--- src/cpuPkg.sv ---
`default_nettype none

package cpuPkg;

    localparam int XLEN = 32;

    // Major opcodes of the supported subset
    typedef enum logic [6:0] {
        OPC_OP     = 7'b0110011,
        OPC_OP_IMM = 7'b0010011,
        OPC_LOAD   = 7'b0000011,
        OPC_STORE  = 7'b0100011,
        OPC_BRANCH = 7'b1100011
    } opcode_e;

    typedef enum logic [2:0] {
        ALU_ADD = 3'd0,
        ALU_SUB = 3'd1,
        ALU_AND = 3'd2,
        ALU_OR  = 3'd3,
        ALU_XOR = 3'd4,
        ALU_SLT = 3'd5  // Signed compare
    } aluOp_e;

    typedef struct packed {
        logic [6:0] funct7;
        logic [4:0] rs2;
        logic [4:0] rs1;
        logic [2:0] funct3;
        logic [4:0] rd;
        logic [6:0] opcode;
    } rType_s;

    typedef struct packed {
        logic [11:0] imm;
        logic [4:0]  rs1;
        logic [2:0]  funct3;
        logic [4:0]  rd;
        logic [6:0]  opcode;
    } iType_s;

    typedef struct packed {
        logic [6:0] immHi;  // imm[11:5]
        logic [4:0] rs2;
        logic [4:0] rs1;
        logic [2:0] funct3;
        logic [4:0] immLo;  // imm[4:0]
        logic [6:0] opcode;
    } sType_s;

    // Branch offset bits as scattered by the ISA
    typedef struct packed {
        logic       imm12;
        logic [5:0] imm10to5;
        logic [4:0] rs2;
        logic [4:0] rs1;
        logic [2:0] funct3;
        logic [3:0] imm4to1;
        logic       imm11;
        logic [6:0] opcode;
    } bType_s;

    typedef union packed {
        rType_s rType;
        iType_s iType;
        sType_s sType;
        bType_s bType;
    } instWord_u;

    typedef struct packed {
        logic            regWrite;
        logic            memWrite;
        logic            memToReg;
        logic            aluSrcImm;
        logic            isBranch;
        logic            branchOnNotEqual;
        aluOp_e          aluOp;
        logic [4:0]      rd;
        logic [4:0]      rs1;
        logic [4:0]      rs2;
        logic [XLEN-1:0] imm;  // Already sign extended
    } ctrl_s;

    // One record per retired instruction
    typedef struct packed {
        logic            wbEn;
        logic [4:0]      rd;
        logic [XLEN-1:0] wbData;
        logic [XLEN-1:0] pc;
    } retire_s;

endpackage

`default_nettype wire

--- src/decodeUnit.sv ---
`timescale 1ns/10ps
`default_nettype none

module decodeUnit import cpuPkg::*; (
    input  logic      rstN,
    input  instWord_u inst,
    output ctrl_s     ctrl
);

    logic [2:0]      funct3;
    logic [6:0]      funct7;
    logic [XLEN-1:0] immI;
    logic [XLEN-1:0] immS;
    logic [XLEN-1:0] immB;
    aluOp_e          rAluOp;
    aluOp_e          iAluOp;
    logic            rLegal;
    logic            iLegal;

    assign funct3 = inst.rType.funct3;
    assign funct7 = inst.rType.funct7;

    assign immI = {{20{inst.iType.imm[11]}}, inst.iType.imm};
    assign immS = {{20{inst.sType.immHi[6]}}, inst.sType.immHi, inst.sType.immLo};
    assign immB = {{19{inst.bType.imm12}}, inst.bType.imm12, inst.bType.imm11,
                   inst.bType.imm10to5, inst.bType.imm4to1, 1'b0};  // Bit 0 always zero

    // Register-register ops
    always_comb begin
        rAluOp = ALU_ADD;
        rLegal = 1'b1;
        case ({funct7, funct3})
            {7'h00, 3'b000}: rAluOp = ALU_ADD;
            {7'h20, 3'b000}: rAluOp = ALU_SUB;
            {7'h00, 3'b111}: rAluOp = ALU_AND;
            {7'h00, 3'b110}: rAluOp = ALU_OR;
            {7'h00, 3'b100}: rAluOp = ALU_XOR;
            {7'h00, 3'b010}: rAluOp = ALU_SLT;
            default:         rLegal = 1'b0;
        endcase
    end

    // Immediate ops with funct7 inside the immediate
    always_comb begin
        iAluOp = ALU_ADD;
        iLegal = 1'b1;
        case (funct3)
            3'b000:  iAluOp = ALU_ADD;
            3'b111:  iAluOp = ALU_AND;
            3'b110:  iAluOp = ALU_OR;
            3'b100:  iAluOp = ALU_XOR;
            3'b010:  iAluOp = ALU_SLT;
            default: iLegal = 1'b0;
        endcase
    end

    always_comb begin
        ctrl     = '0;  // Anything unmatched stays a no-op
        ctrl.rd  = inst.rType.rd;
        ctrl.rs1 = inst.rType.rs1;
        ctrl.rs2 = inst.rType.rs2;
        case (inst.rType.opcode)
            OPC_OP: begin
                ctrl.regWrite = rLegal;
                ctrl.aluOp    = rAluOp;
            end
            OPC_OP_IMM: begin
                ctrl.regWrite  = iLegal;
                ctrl.aluSrcImm = 1'b1;
                ctrl.aluOp     = iAluOp;
                ctrl.imm       = immI;
            end
            OPC_LOAD: begin
                ctrl.regWrite  = (funct3 == 3'b010);  // lw only
                ctrl.memToReg  = 1'b1;
                ctrl.aluSrcImm = 1'b1;
                ctrl.imm       = immI;
            end
            OPC_STORE: begin
                ctrl.memWrite  = (funct3 == 3'b010);  // sw only
                ctrl.aluSrcImm = 1'b1;
                ctrl.imm       = immS;
            end
            OPC_BRANCH: begin
                ctrl.isBranch         = (funct3 == 3'b000) || (funct3 == 3'b001);
                ctrl.branchOnNotEqual = funct3[0];
                ctrl.aluOp            = ALU_SUB;
                ctrl.imm              = immB;
            end
            default: ;
        endcase

        // Nothing may change state while held in reset
        if (!rstN) begin
            ctrl.regWrite = 1'b0;
            ctrl.memWrite = 1'b0;
            ctrl.isBranch = 1'b0;
        end
    end

endmodule

`default_nettype wire

--- config.mk ---
export PLATFORM = sky130hd
export DESIGN_NAME = decodeUnit
export DESIGN_NICKNAME = d
export VERILOG_FILES = /design/src/cpuPkg.sv /design/src/decodeUnit.sv
export SDC_FILE = /design/constraint.sdc
export NUM_CORES = 1
export LEC_CHECK = 0
export BUFFER_PORTS_ARGS = -buffer_cell sky130_fd_sc_hd__buf_2
export CAP_MARGIN = 20
export CORE_MARGIN = 4
export CORE_UTILIZATION = 32
export DETAILED_ROUTE_END_ITERATION = 16
export PLACE_DENSITY = 0.9
export SLEW_MARGIN = 10
export SYNTH_ARGS = -nofsm -noshare
export SYNTH_HDL_FRONTEND = slang
export SYNTH_SLANG_ARGS = --single-unit
--- constraint.sdc ---
create_clock -name vclk -period 3.7
set_input_delay 0.74 -clock vclk [all_inputs]
set_output_delay 0.74 -clock vclk [all_outputs]
set_load 0.005 [all_outputs]
# Word-level counts from Yosys, hierarchy flattened
# Index checks and enable logic that the tools add are counted.
totals:
  reg_bits: 0
  inputBits: 33
  out_inout_bits: 56
  word_cells: 35
classes:
  eq_ne: 15
  muxes: 13
  n_reduce_logical: 7
op_table:
  columns: ["operator", "count"]
  rows:
  - ["$pmux W32 S3", 1]
  - ["$eq A10 B3 Y1 const B", 3]
  - ["$pmux W3 S5", 1]
  - ["$eq A7 B6 Y1 const B", 2]
  - ["$pmux W3 S4", 1]
  - ["$eq A10 B2 Y1 const B", 1]
  - ["$eq A10 B9 Y1 const B", 1]
  - ["$logic_not A10 Y1", 1]
  - ["$eq A3 B3 Y1 const B", 3]
  - ["$pmux W3 S3", 1]
  - ["$eq A7 B2 Y1 const B", 1]
  - ["$eq A7 B5 Y1 const B", 1]
  - ["$eq A7 B7 Y1 const B", 1]
  - ["$mux W1", 6]
  - ["$reduce_or A6 Y1", 1]
  - ["$reduce_or A5 Y1", 1]
  - ["$mux W2", 2]
  - ["$eq A3 B1 Y1 const B", 1]
  - ["$eq A3 B2 Y1 const B", 1]
  - ["$logic_not A3 Y1", 1]
  - ["$pmux W1 S3", 1]
  - ["$reduce_or A3 Y1", 1]
  - ["$reduce_or A2 Y1", 1]
  - ["$logic_or A1 B1 Y1", 1]

# Longest topological paths before layout
# Gate-level depths: netlist (run 1).
logic_depth:
  ltp_word: 5
  ltp_mapped: 6
  depth_no_buf: 4

# Least setup slack after synthesis (run 1)
# Ideal clock, no wire load.
synth_timing:
  path_type: "input port to output port"
  from: "input inst[2] (netlist name)"
  to: "output ctrl[13] (netlist name)"
  t_arrival_ps: 2498
  required_ps: 2960
  setup_slack_ps: 462
  stages: 5
  path_buffers: 1
  path_cell_list: "nand4bb_4 > nor2_1 > a21oi_1 > nor2b_1 > buf_4"
synth_lines:
  columns: ["item", "line", "rtl"]
  rows:
  - ["from (decl)", "decodeUnit.sv:6", "input instWord_u inst,"]
  - ["to (decl)", "decodeUnit.sv:7", "output ctrl_s ctrl"]

==> impl.org, run 1 <==
** Yosys
- In this run the mean area of a mapped cell was between 7 and 8 µm².
- Synth warn :: 0
- Top cell types by occurrence after synthesis :: sky130_fd_sc_hd__buf_4, sky130_fd_sc_hd__nor2b_1, sky130_fd_sc_hd__nor2_1
- Synthesis handed over a netlist of 90 instances.
- The cell area that synthesis handed to floorplanning was between 600 and 700 µm².
- After synthesis, the netlist uses 30 different library cells.
- Cell accounting for the most synthesized area :: sky130_fd_sc_hd__buf_4
- Most frequently used cell type in the post-synthesis netlist :: sky130_fd_sc_hd__buf_4
- The number of nets handed over by synthesis was 123.
- The share of the Yosys chip area taken by registers is 0.
- Ranked by total cell area, the synthesized netlist is headed by sky130_fd_sc_hd__buf_4, sky130_fd_sc_hd__nor2b_1, sky130_fd_sc_hd__a22o_1, sky130_fd_sc_hd__nand4bb_4, sky130_fd_sc_hd__nand2b_1.
- Yosys top cell area share :: 0.401

** Power
- Summed over all cells, the static leakage comes to 0.486 nW.
- The share of total power dissipated in combinational logic is 1.000.
- Total power for the finished layout comes to ~0.000052 W.
- Dividing total power by cell area gives a power density of about 65 nW/µm².
- Clk network pwr share :: 0
- Cell internal pwr :: approximately 0.000027 W
- Switching share of power :: 0.486
- IR analysis of the VDD net gives a maximum drop of between 0.03 and 0.04 mV.
- The analysis attributes to net switching a power of roughly 0.000025 W.
- The share of total power dissipated in sequential elements is 0.

** Drt
- Router iterations before antenna repair :: 4
- First DRT Iteration DRCs :: 8
- After detailed routing, the number of remaining DRC violations is 0.
- After detailed routing, the number of vias per cell comes to slightly below 5.
- Once detail routing completed, the nets flagged for antenna violations numbered 0.
- After detailed routing, the total wire length is 2000 µm.
- After detailed routing, the average wire length per cell comes to between 10 and 15 µm.
- Overall via count from detail_route :: roughly 790

** GRT
- Gr usage total :: 0.133
- Antenna violations before repair :: 0
- The first global-routing pass estimated 2990 µm of wire.
- The total overflow left after global routing is 0.
- Vias in the first global route :: between 700 and 800
- Pin count of the biggest net entering global routing :: 21

** Cells and area
- Final net count :: between 150 and 200
- Once layout is complete, the utilization of the core stands at 0.447.
- In the finished layout, the clock tree contains a buffer count of 0.
- Sequential cell area :: 0 µm²
- Relative to the synthesized area, the layout overhead comes to 26.3%.
- Fill cells in the final layout number about 210.
- Number of flip-flops and latches :: 0
- Of the cells placed in the final design, the portion with a size suffix greater than 1 is 0.632.
- The multi-input combinational cells in the finished layout cover a total of 359 µm².
- The repair_antennas step left the layout with diodes totalling 0.

** Floorplanning
- 89 I/O pins were placed.
- CORE AREA :: ~1800 µm²
- Row generation in the floorplan step produced 15 rows.
- Measured along the y axis, the die boundary spans between 50 and 60 µm.
- The floorplan step defined a die boundary enclosing between 2000 and 3000 µm².
- Die Width :: between 50 and 60 µm
- The initial utilization of the core area, before any placement, comes to 0.353.

** Placement
- Summed over all nets, the half-perimeter wirelength after detailed placement is between 1500 and 2000 µm.
- Buffers placed on the I/O ports in this run total 79.
- The congestion estimate from routability-driven global placement came to between 0.8 and 0.9.

** Setup path
- Data arrives at the worst endpoint at around 2.1 ns.
- Startpoint Class :: primary input
- Critical path required time :: 2.96 ns
- Worst-path maximum fanout :: 20
- Endpoint class of the critical path :: primary output
- Worst Path Class, Setup :: in -> out

** Clock tree
- Resize count post-CTS :: 0
- In this run the post-CTS setup repair buffer count came out at 0.
- Hold bufs inserted after CTS :: 0

** Hold path
- Path category of the worst min-delay check :: in -> out

** Timing
- The routed design could run at a clock period as short as 2.82 ns.
- Of the available clock period, the critical path in the final layout requires 0.761.
- For this run, the top clock speed supported by timing is ~360 MHz.
- Unrepaired setup endpoints after global routing :: false
- Final hold analysis gives a worst-case slack of about 1.5 ns.
- Number of pins exceeding their max-slew limit in the final report :: 0
- The total count of hold-check failures in the final report was 0.
- Setup violations remaining at the end of the flow were counted as 0.
- Measured against its own limit, the worst slew margin works out to 0.645.
- Total negative slack for setup checks :: 0 ns
- Slew of the pin with the lowest slew margin :: 0.532 ns

** Flow run
- Max-cap violations in this run came to 0.

** Outcome
- The flow ran to the end, and the final reports show no timing, DRC or antenna violations.
==> cells in the final DEF, fill, tap and decap left out, types with 2 or more instances in the layout <==
cell type | Yosys | layout
sky130_fd_sc_hd__a21oi_1 | 2 | 2
sky130_fd_sc_hd__a22o_1 | 4 | 4
sky130_fd_sc_hd__and3_1 | 2 | 2
sky130_fd_sc_hd__buf_2 | 3 | 79
sky130_fd_sc_hd__buf_4 | 34 | 2
sky130_fd_sc_hd__nand2_1 | 3 | 3
sky130_fd_sc_hd__nand2b_1 | 4 | 4
sky130_fd_sc_hd__nand3_1 | 2 | 2
sky130_fd_sc_hd__nor2_1 | 5 | 5
sky130_fd_sc_hd__nor2b_1 | 7 | 7
sky130_fd_sc_hd__nor3_1 | 3 | 3
sky130_fd_sc_hd__o22a_1 | 2 | 2
sky130_fd_sc_hd__xnor2_1 | 2 | 2
==> final timing paths <==
kind | slack (ns) | start | depth (start not counted) | end
setup / recovery | 0.88 | inst[2] | 7 | ctrl[20]
hold / removal | 1.48 | inst[18] | 0 | ctrl[40]
==> cell type report <==
| cell class | instances | share of cell area |
|---|---|---|
| Inverter | 1 | 0.00467 |
| Multi-Input combinational cell | 51 | 0.446 |
| Tap cell | 25 | 0.0389 |
| Timing Repair Buffer | 81 | 0.510 |
==> stage by stage <==
step,setup WS [ns],cells,instance area [µm²]
after floorplan,0.462,90,637
after global placement,0.867,158,805
after detailed placement,0.857,158,805
after CTS,0.857,158,805
after global routing,0.718,158,805
final,0.884,158,805
==> worst max-delay path, cell delays in order <==
cell                        delay [ns]
sky130_fd_sc_hd__buf_2            0.10
sky130_fd_sc_hd__nand4bb_4        0.23
sky130_fd_sc_hd__a211oi_1         0.32
sky130_fd_sc_hd__a21oi_1          0.21
sky130_fd_sc_hd__nor2b_1          0.15
sky130_fd_sc_hd__buf_4            0.19
sky130_fd_sc_hd__buf_2            0.14
==> power groups by stage <==
| stage | Clock (W) | Combinational [W] | Sequential (W) |
|---|---|---|---|
| 2_1_floorplan | 0 | 0.0000365 | 0 |
| 3_3_place_gp | 0 | 0.0000523 | 0 |
| 3_5_place_dp | 0 | 0.0000529 | 0 |
| 4_1_cts | 0 | 0.0000532 | 0 |
| 5_1_grt | 0 | 0.0000584 | 0 |
| 6_report | 0 | 0.0000524 | 0 |
==> layer usage <==
metal	part of all wire	vias to the layer above	track usage	wire length (µm)
li1	-	370	-	-
met1	0.35	346	0.138	703
met2	0.45	66	0.258	902
met3	0.19	4	0.0370	377
met4	0.0095	0	0.0255	19
met5	0	-	0	0
==> cells by family (layout without fill, tap and decap cells) <==
group / count (synthesis) / in the layout / synth area share
buffers and inverters: 39 / 82 / 0.436
AOI/OAI and AO/OA: 16 / 16 / 0.204
and+or+nand+nor: 33 / 33 / 0.332
xor gates and xnor gates: 2 / 2 / 0.0275
(Power assumes the default switching activity.)
==> run 2: changes to the inputs <==
Settings changed: CORE_UTILIZATION 32 to 29, PLACE_DENSITY 0.9 to 0.86.
Clock period 3.7 ns to 2.54 ns, I/O delays scaled along.
==> run 2 against run 1 <==
  * Power grew 46%
  * Sequential share of layout area stayed put
  * Die area increased by 8.7%
  * Cell count grew 1.3%
  * Via count shrank 7.8%
  * Sequential cell count stayed put
  * Clock-buffer cell count unchanged
  * Combinational power rose by 46%
  * Design area grew 0.62%
  * Hold slack lost 0.46 ns
  * Setup slack got worse by 0.69 ns
  * Core utilization fell by 4.6 points
  * Critical path type unchanged
  * Critical endpoint is now ctrl[17]
  * Largest power group unchanged
==> impl.org, run 2 (synthesis gave the netlist of run 1 again) <==
** Placement
- DP Cell Count :: 160
- Global placement routability congestion :: roughly 0.76
- The placed instances occupy a cell area of just over 800 µm².
- The count of buffers added on input and output ports is 79.
- HPWL reported at the end of detailed placement :: 1700 µm

** Setup path
- At the worst endpoint, the required time is 2.03 ns.
- Data on the critical path arrives at its endpoint at approximately 1.8 ns.
- Following the worst setup path forward leads to its endpoint at ctrl[17].
- Worst setup startpoint :: inst[2]
- Endpoint class of the critical path :: primary output
- Startpoint Class :: primary input
- In this run the worst path has a maximum fanout of 20.
- Worst Path Class, Setup :: in -> out

** Cells and area
- The clock buffers instantiated in the layout total 0.
- The library cell used most frequently in the layout, excluding fill and tap cells, is sky130_fd_sc_hd__buf_2.
- Number of flip-flops and latches :: 0
- For this run, the share of the core covered by cells in the final layout is 0.400.
- For this run, the number of standard cells in the final layout without fillers is 160.
- Fraction of final layout cells sized beyond drive strength 1 :: 0.639
- Total non-filler cell area in the finished layout :: ~800 µm²
- In the layout the commonest cells are sky130_fd_sc_hd__buf_2, sky130_fd_sc_hd__nor2b_1, sky130_fd_sc_hd__nor2_1, sky130_fd_sc_hd__nand2b_1, sky130_fd_sc_hd__a22o_1.
- Counting the fill cells in the layout gives 236.
- The final layout contains about 170 nets.
- Count of antenna diodes in the layout :: 0
- Sequential cell area :: 0 µm²
- From synthesis to final layout, the design area changed by 27.1%.

** Timing
- At the pin with the least slew margin, the transition time is between 0.5 and 0.6 ns.
- Setup-violating endpoint count in the final report :: 0
- Unrepaired setup endpoints after global routing :: false
- Worst-case headroom to the max-slew limit :: 0.658
- Timing-limited maximum frequency :: around 430 MHz
- The total count of hold-check failures in the final report is 0.
- Number of pins exceeding their max-slew limit in the final report :: 0
- Post-route clock period utilization :: 0.922
- Total negative slack for setup checks :: 0 ns
- The smallest clock period supported by the final layout is computed as approximately 2.3 ns.

** GRT
- Busiest layer in global routing :: met2
- For this run the aggregate overflow at the end of global routing stands at 0.
- For met3 alone, demand over resource in global routing was 0.0272.
- The initial antenna violation count is 0.
- Gr usage total :: 0.111
- First-pass GRT wire length :: 2640 µm
- Entering global routing, the biggest net connects 21 pins.
- Vias in the first global route :: 603
- For met2 alone, demand over resource in global routing was 0.191.
- For this run, global-route usage on met1 was measured as 0.143.

** Drt
- After detailed routing, the average wire length per cell comes to 12.0 µm.
- Overall via count from detail_route :: 725
- DRC errors left :: 0
- Remaining antenna violation count after routing :: 0
- After detailed routing, the number of vias per cell comes to 4.53.
- The first TritonRoute pass finished after 4 iterations.
- Wires add up to between 1500 and 2000 µm.
- First DRT Iteration DRCs :: 4

** Clock tree
- In this run the post-CTS setup repair buffer count came out at 0.
- Gates resized during post-CTS repair numbered 0.
- In this run, post-CTS hold repair placed 0 buffers.

** Floorplanning
- In this run the core area contains 16 standard-cell rows.
- Measured along the x axis, the die boundary spans between 50 and 60 µm.
- Die ar. :: 3010 µm²
- between 80 and 90 I/O pins were placed.
- Starting density of the core :: 0.315
- The die is 54.9 µm tall.
- The total area inside the core boundary comes to 2020 µm².

** Outcome
- Result of the run :: complete, no violations

** Hold path
- The path class of the tightest hold or removal check is in -> out.

** Power
- Maximum vdd drop :: 0.0332 mV
- After layout, the design draws a total of 0.0000763 W.
- Static leakage :: ~0.5 nW
- Power per cell area :: 94.3 nW/µm²

** Flow run
- Max capacitance violation total :: 0
[run 2: where the power goes]
group          internal (W)  switching (W)
clock network             0              0
registers                 0              0
logic             0.0000394      0.0000370
total             0.0000394      0.0000370
[run 2: metal layers]
layer  vias up  part of all wire
met4         0                 0
met5         -                 0
met2        38              0.50
met1       312              0.37
met3         0              0.12
li1        375                 -
[run 2: worst min path at each step]
stage | cells past startpoint | slack (ns) | endpoint | from
after detailed placement | 0 | 1.02 | ctrl[38] | inst[16]
after global placement | 0 | 1.02 | ctrl[38] | inst[16]
after CTS | 0 | 1.02 | ctrl[38] | inst[16]
final | 0 | 1.02 | ctrl[37] | inst[15]
after floorplan | 1 | 1.04 | ctrl[49] | inst[12]
after global routing | 0 | 1.02 | ctrl[37] | inst[15]
[run 2: critical path: stages]
cell and delay (ns):
sky130_fd_sc_hd__buf_2 0.09, sky130_fd_sc_hd__nand4bb_4 0.23, sky130_fd_sc_hd__a211oi_1 0.33, sky130_fd_sc_hd__a21oi_1 0.20
sky130_fd_sc_hd__nor2b_2 0.15, sky130_fd_sc_hd__buf_4 0.18, sky130_fd_sc_hd__buf_2 0.13
[run 2: final cells by class]
| class | instances | area (µm²) | area share |
|---|---|---|---|
| timing repair buffer | 81 | 410 | 0.507 |
| multi-input combinational | 51 | 362 | 0.447 |
| tap | 27 | 33.8 | 0.0417 |
| inverter | 1 | 3.75 | 0.00464 |
[run 2: per-stage QoR]
step                      setup WS (ns)  hold WS, ns
final                             0.197         1.02
after CTS                         0.183         1.02
after global placement            0.211         1.02
after global routing            0.00848         1.02
after detailed placement          0.183         1.02
after floorplan                  0.0590         1.04
==> run 3: changes to the inputs <==
Settings changed: CELL_PAD_IN_SITES_DETAIL_PLACEMENT set to 1, CELL_PAD_IN_SITES_GLOBAL_PLACEMENT set to 2, CORE_UTILIZATION 29 to 13, PLACE_DENSITY 0.86 to 0.88.
Clock period 2.54 ns to 2.5 ns, I/O delays scaled along.
==> run 3 against run 2 <==
  * Sequential cell count unchanged
  * Die area up 100%
  * Highest routed layer is now met4
  * Via count grew 0.83%
  * Combinational power rose by 3.8%
  * Largest cell class unchanged
  * Critical path type unchanged
  * Non-clock buffer count stayed put
  * First-iteration DRC count grew to 5.0 times the previous value
  * Hold slack worse by 0.016 ns
  * Power is 3.8% higher
==> impl.org, run 3 (synthesis gave the netlist of run 1 again) <==
** Outcome
- Result of the run :: complete, no violations

** Clock tree
- Resize count post-CTS :: 0
- Buffers inserted by post-CTS timing repair :: 0
- Buffers inserted to repair hold after CTS numbered 0.

** Power
- Across the VDD grid, the largest voltage drop is between 0.015 and 0.02 mV.
- Power per cell area :: between 90 and 100 nW/µm²
- Static leakage :: about 0.49 nW

** Placement
- Counting tap cells, the placed design contains a total of 200 instances.
- Worst-case setup slack after placement :: between 0.1 and 0.15 ns
- The congestion estimate from routability-driven global placement came to roughly 0.73.
- HPWL reported at the end of detailed placement :: roughly 2200 µm
- The count of buffers added on input and output ports is 79.

** Cells and area
- The library cell used most frequently in the layout, excluding fill and tap cells, is sky130_fd_sc_hd__buf_2.
- In the final layout, the share of cells above drive strength 1 is 0.639.
- From synthesis to final layout, the design area changed by 35.0%.
- The final layout contains a sequential cell count of 0.
- Area of combinational cells with multiple inputs :: around 360 µm²
- Sequential cell area :: 0 µm²
- In the layout the commonest cells are sky130_fd_sc_hd__buf_2, sky130_fd_sc_hd__nor2b_1, sky130_fd_sc_hd__nor2_1, sky130_fd_sc_hd__nand2b_1, sky130_fd_sc_hd__a22o_1.
- Filler Cells Inserted :: between 600 and 700
- The clock buffers instantiated in the layout total 0.
- The repair_antennas step left the layout with diodes totalling 0.
- The net count of the finished layout is roughly 170.
- After the flow finishes, the layout carries non-filler instances totaling 200.

** Floorplanning
- The core region is 4720 µm².
- The die covers 6080 µm².
- The floorplan has 25 rows.
- Boundary pin count :: just under 90
- Y dimension of the die :: around 78 µm
- For this configuration, the core starts out at a cell density of 0.135.
- Die Width :: 78.0 µm

** Timing
- Slack of the critical path :: between 0.15 and 0.2 ns
- Worst-case headroom to the max-slew limit :: 0.622
- The total count of hold-check failures in the final report is 0.
- For the finished layout, the period the worst path requires is 2.34 ns.
- Unrepaired setup endpoints after global routing :: false
- Total negative slack for setup checks :: 0 ns
- Timing-limited maximum frequency :: 427 MHz
- For the pin with the worst max-slew slack, the measured transition is approximately 0.57 ns.
- Setup violations remaining at the end of the flow were counted as 0.
- Number of pins exceeding their max-slew limit in the final report :: 0
- In the finished design, the share of the clock period the worst path needs comes to 0.937.

** GRT
- Vias in the first global route :: between 700 and 800
- The initial antenna violation count was 0.
- Gr usage total :: 0.0728
- First-pass GRT wire length :: between 3000 and 4000 µm
- Pin count of the biggest net entering global routing :: 21
- Summed over all layers, the global routing overflow is 0.

** Drt
- Remaining antenna violation count after routing :: 0
- Overall via count from detail_route :: around 730
- Using the TritonRoute via totals, the vias-per-cell ratio works out to 3.66.
- Summed over all layers, the routed wires come to roughly 2400 µm.
- Dividing the detail-routed wire length by the instance count gives between 10 and 15 µm.
- Router iterations before antenna repair :: 4
- In this run, the number of DRC markers left after iteration 0 of detailed routing was 20.
- DRC errors left :: 0

** Setup path
- Most frequent cell on the critical path :: sky130_fd_sc_hd__buf_2
- Worst-path maximum fanout :: 20
- Startpoint Class :: primary input
- Worst Path Class, Setup :: in -> out
- Endpoint class of the critical path :: primary output
- Data arrival at the endpoint of the critical path :: roughly 1.8 ns
- Counting both buffers and inverters, the worst setup path holds a total of 3.
- In this design, the stage delay of the slowest critical-path cell is 0.32 ns.
- Cell Chain, Critical Path :: buf_2, nand4bb_4, a211oi_1, a21oi_1, nor2b_2, buf_4, buf_2
- Among cell families on the critical path, the largest total delay comes from compound AO/OA/AOI/OAI gates.
- Slowest library cell on the worst path :: sky130_fd_sc_hd__a211oi_1
- Critical path required time :: about 2 ns

** Flow run
- Max-cap violations in this run came to 0.

** Hold path
- The min-delay analysis places its worst path in the category in -> out.
[run 3: cell counts in the layout (fill, tap and decap cells not counted)]
No cell type changed its count.
[run 3: metrics by stage]
stage	utilization	area [µm²]	total power [W]	hold WS, ns
finish	0.182	860	0.0000792	1.00
global route	0.182	860	0.0000890	1.00
CTS	0.182	860	0.0000807	1.00
detailed placement	0.182	860	0.0000804	1.00
global placement	0.182	860	0.0000789	1.00
floorplan	-	639	0.0000541	1.02
[run 3: final timing paths]
| check | start | to | slack (ns) | cells past startpoint |
|---|---|---|---|---|
| max | inst[2] | ctrl[19] | 0.16 | 7 |
| min | inst[15] | ctrl[37] | 1.00 | 0 |
[run 3: layer usage]
layer,vias to the layer above,wire (µm),GRT usage
li1,367,-,-
met1,322,849,0.0787
met2,38,1280,0.144
met3,4,257,0.0174
met4,0,28,0.0105
met5,-,0,0
[run 3: where the power goes]
| group | switching [W] | total [W] | internal, W |
|---|---|---|---|
| logic | 0.0000392 | 0.0000792 | 0.0000400 |
| registers | 0 | 0 | 0 |
| clock network | 0 | 0 | 0 |
| total | 0.0000392 | 0.0000792 | 0.0000400 |
[run 3: area by class of cell]
cell class / count / area share
Tap cell: 67 / 0.0975
Inverter: 1 / 0.00437
Timing Repair Buffer: 81 / 0.477
Multi-Input combinational cell: 51 / 0.421
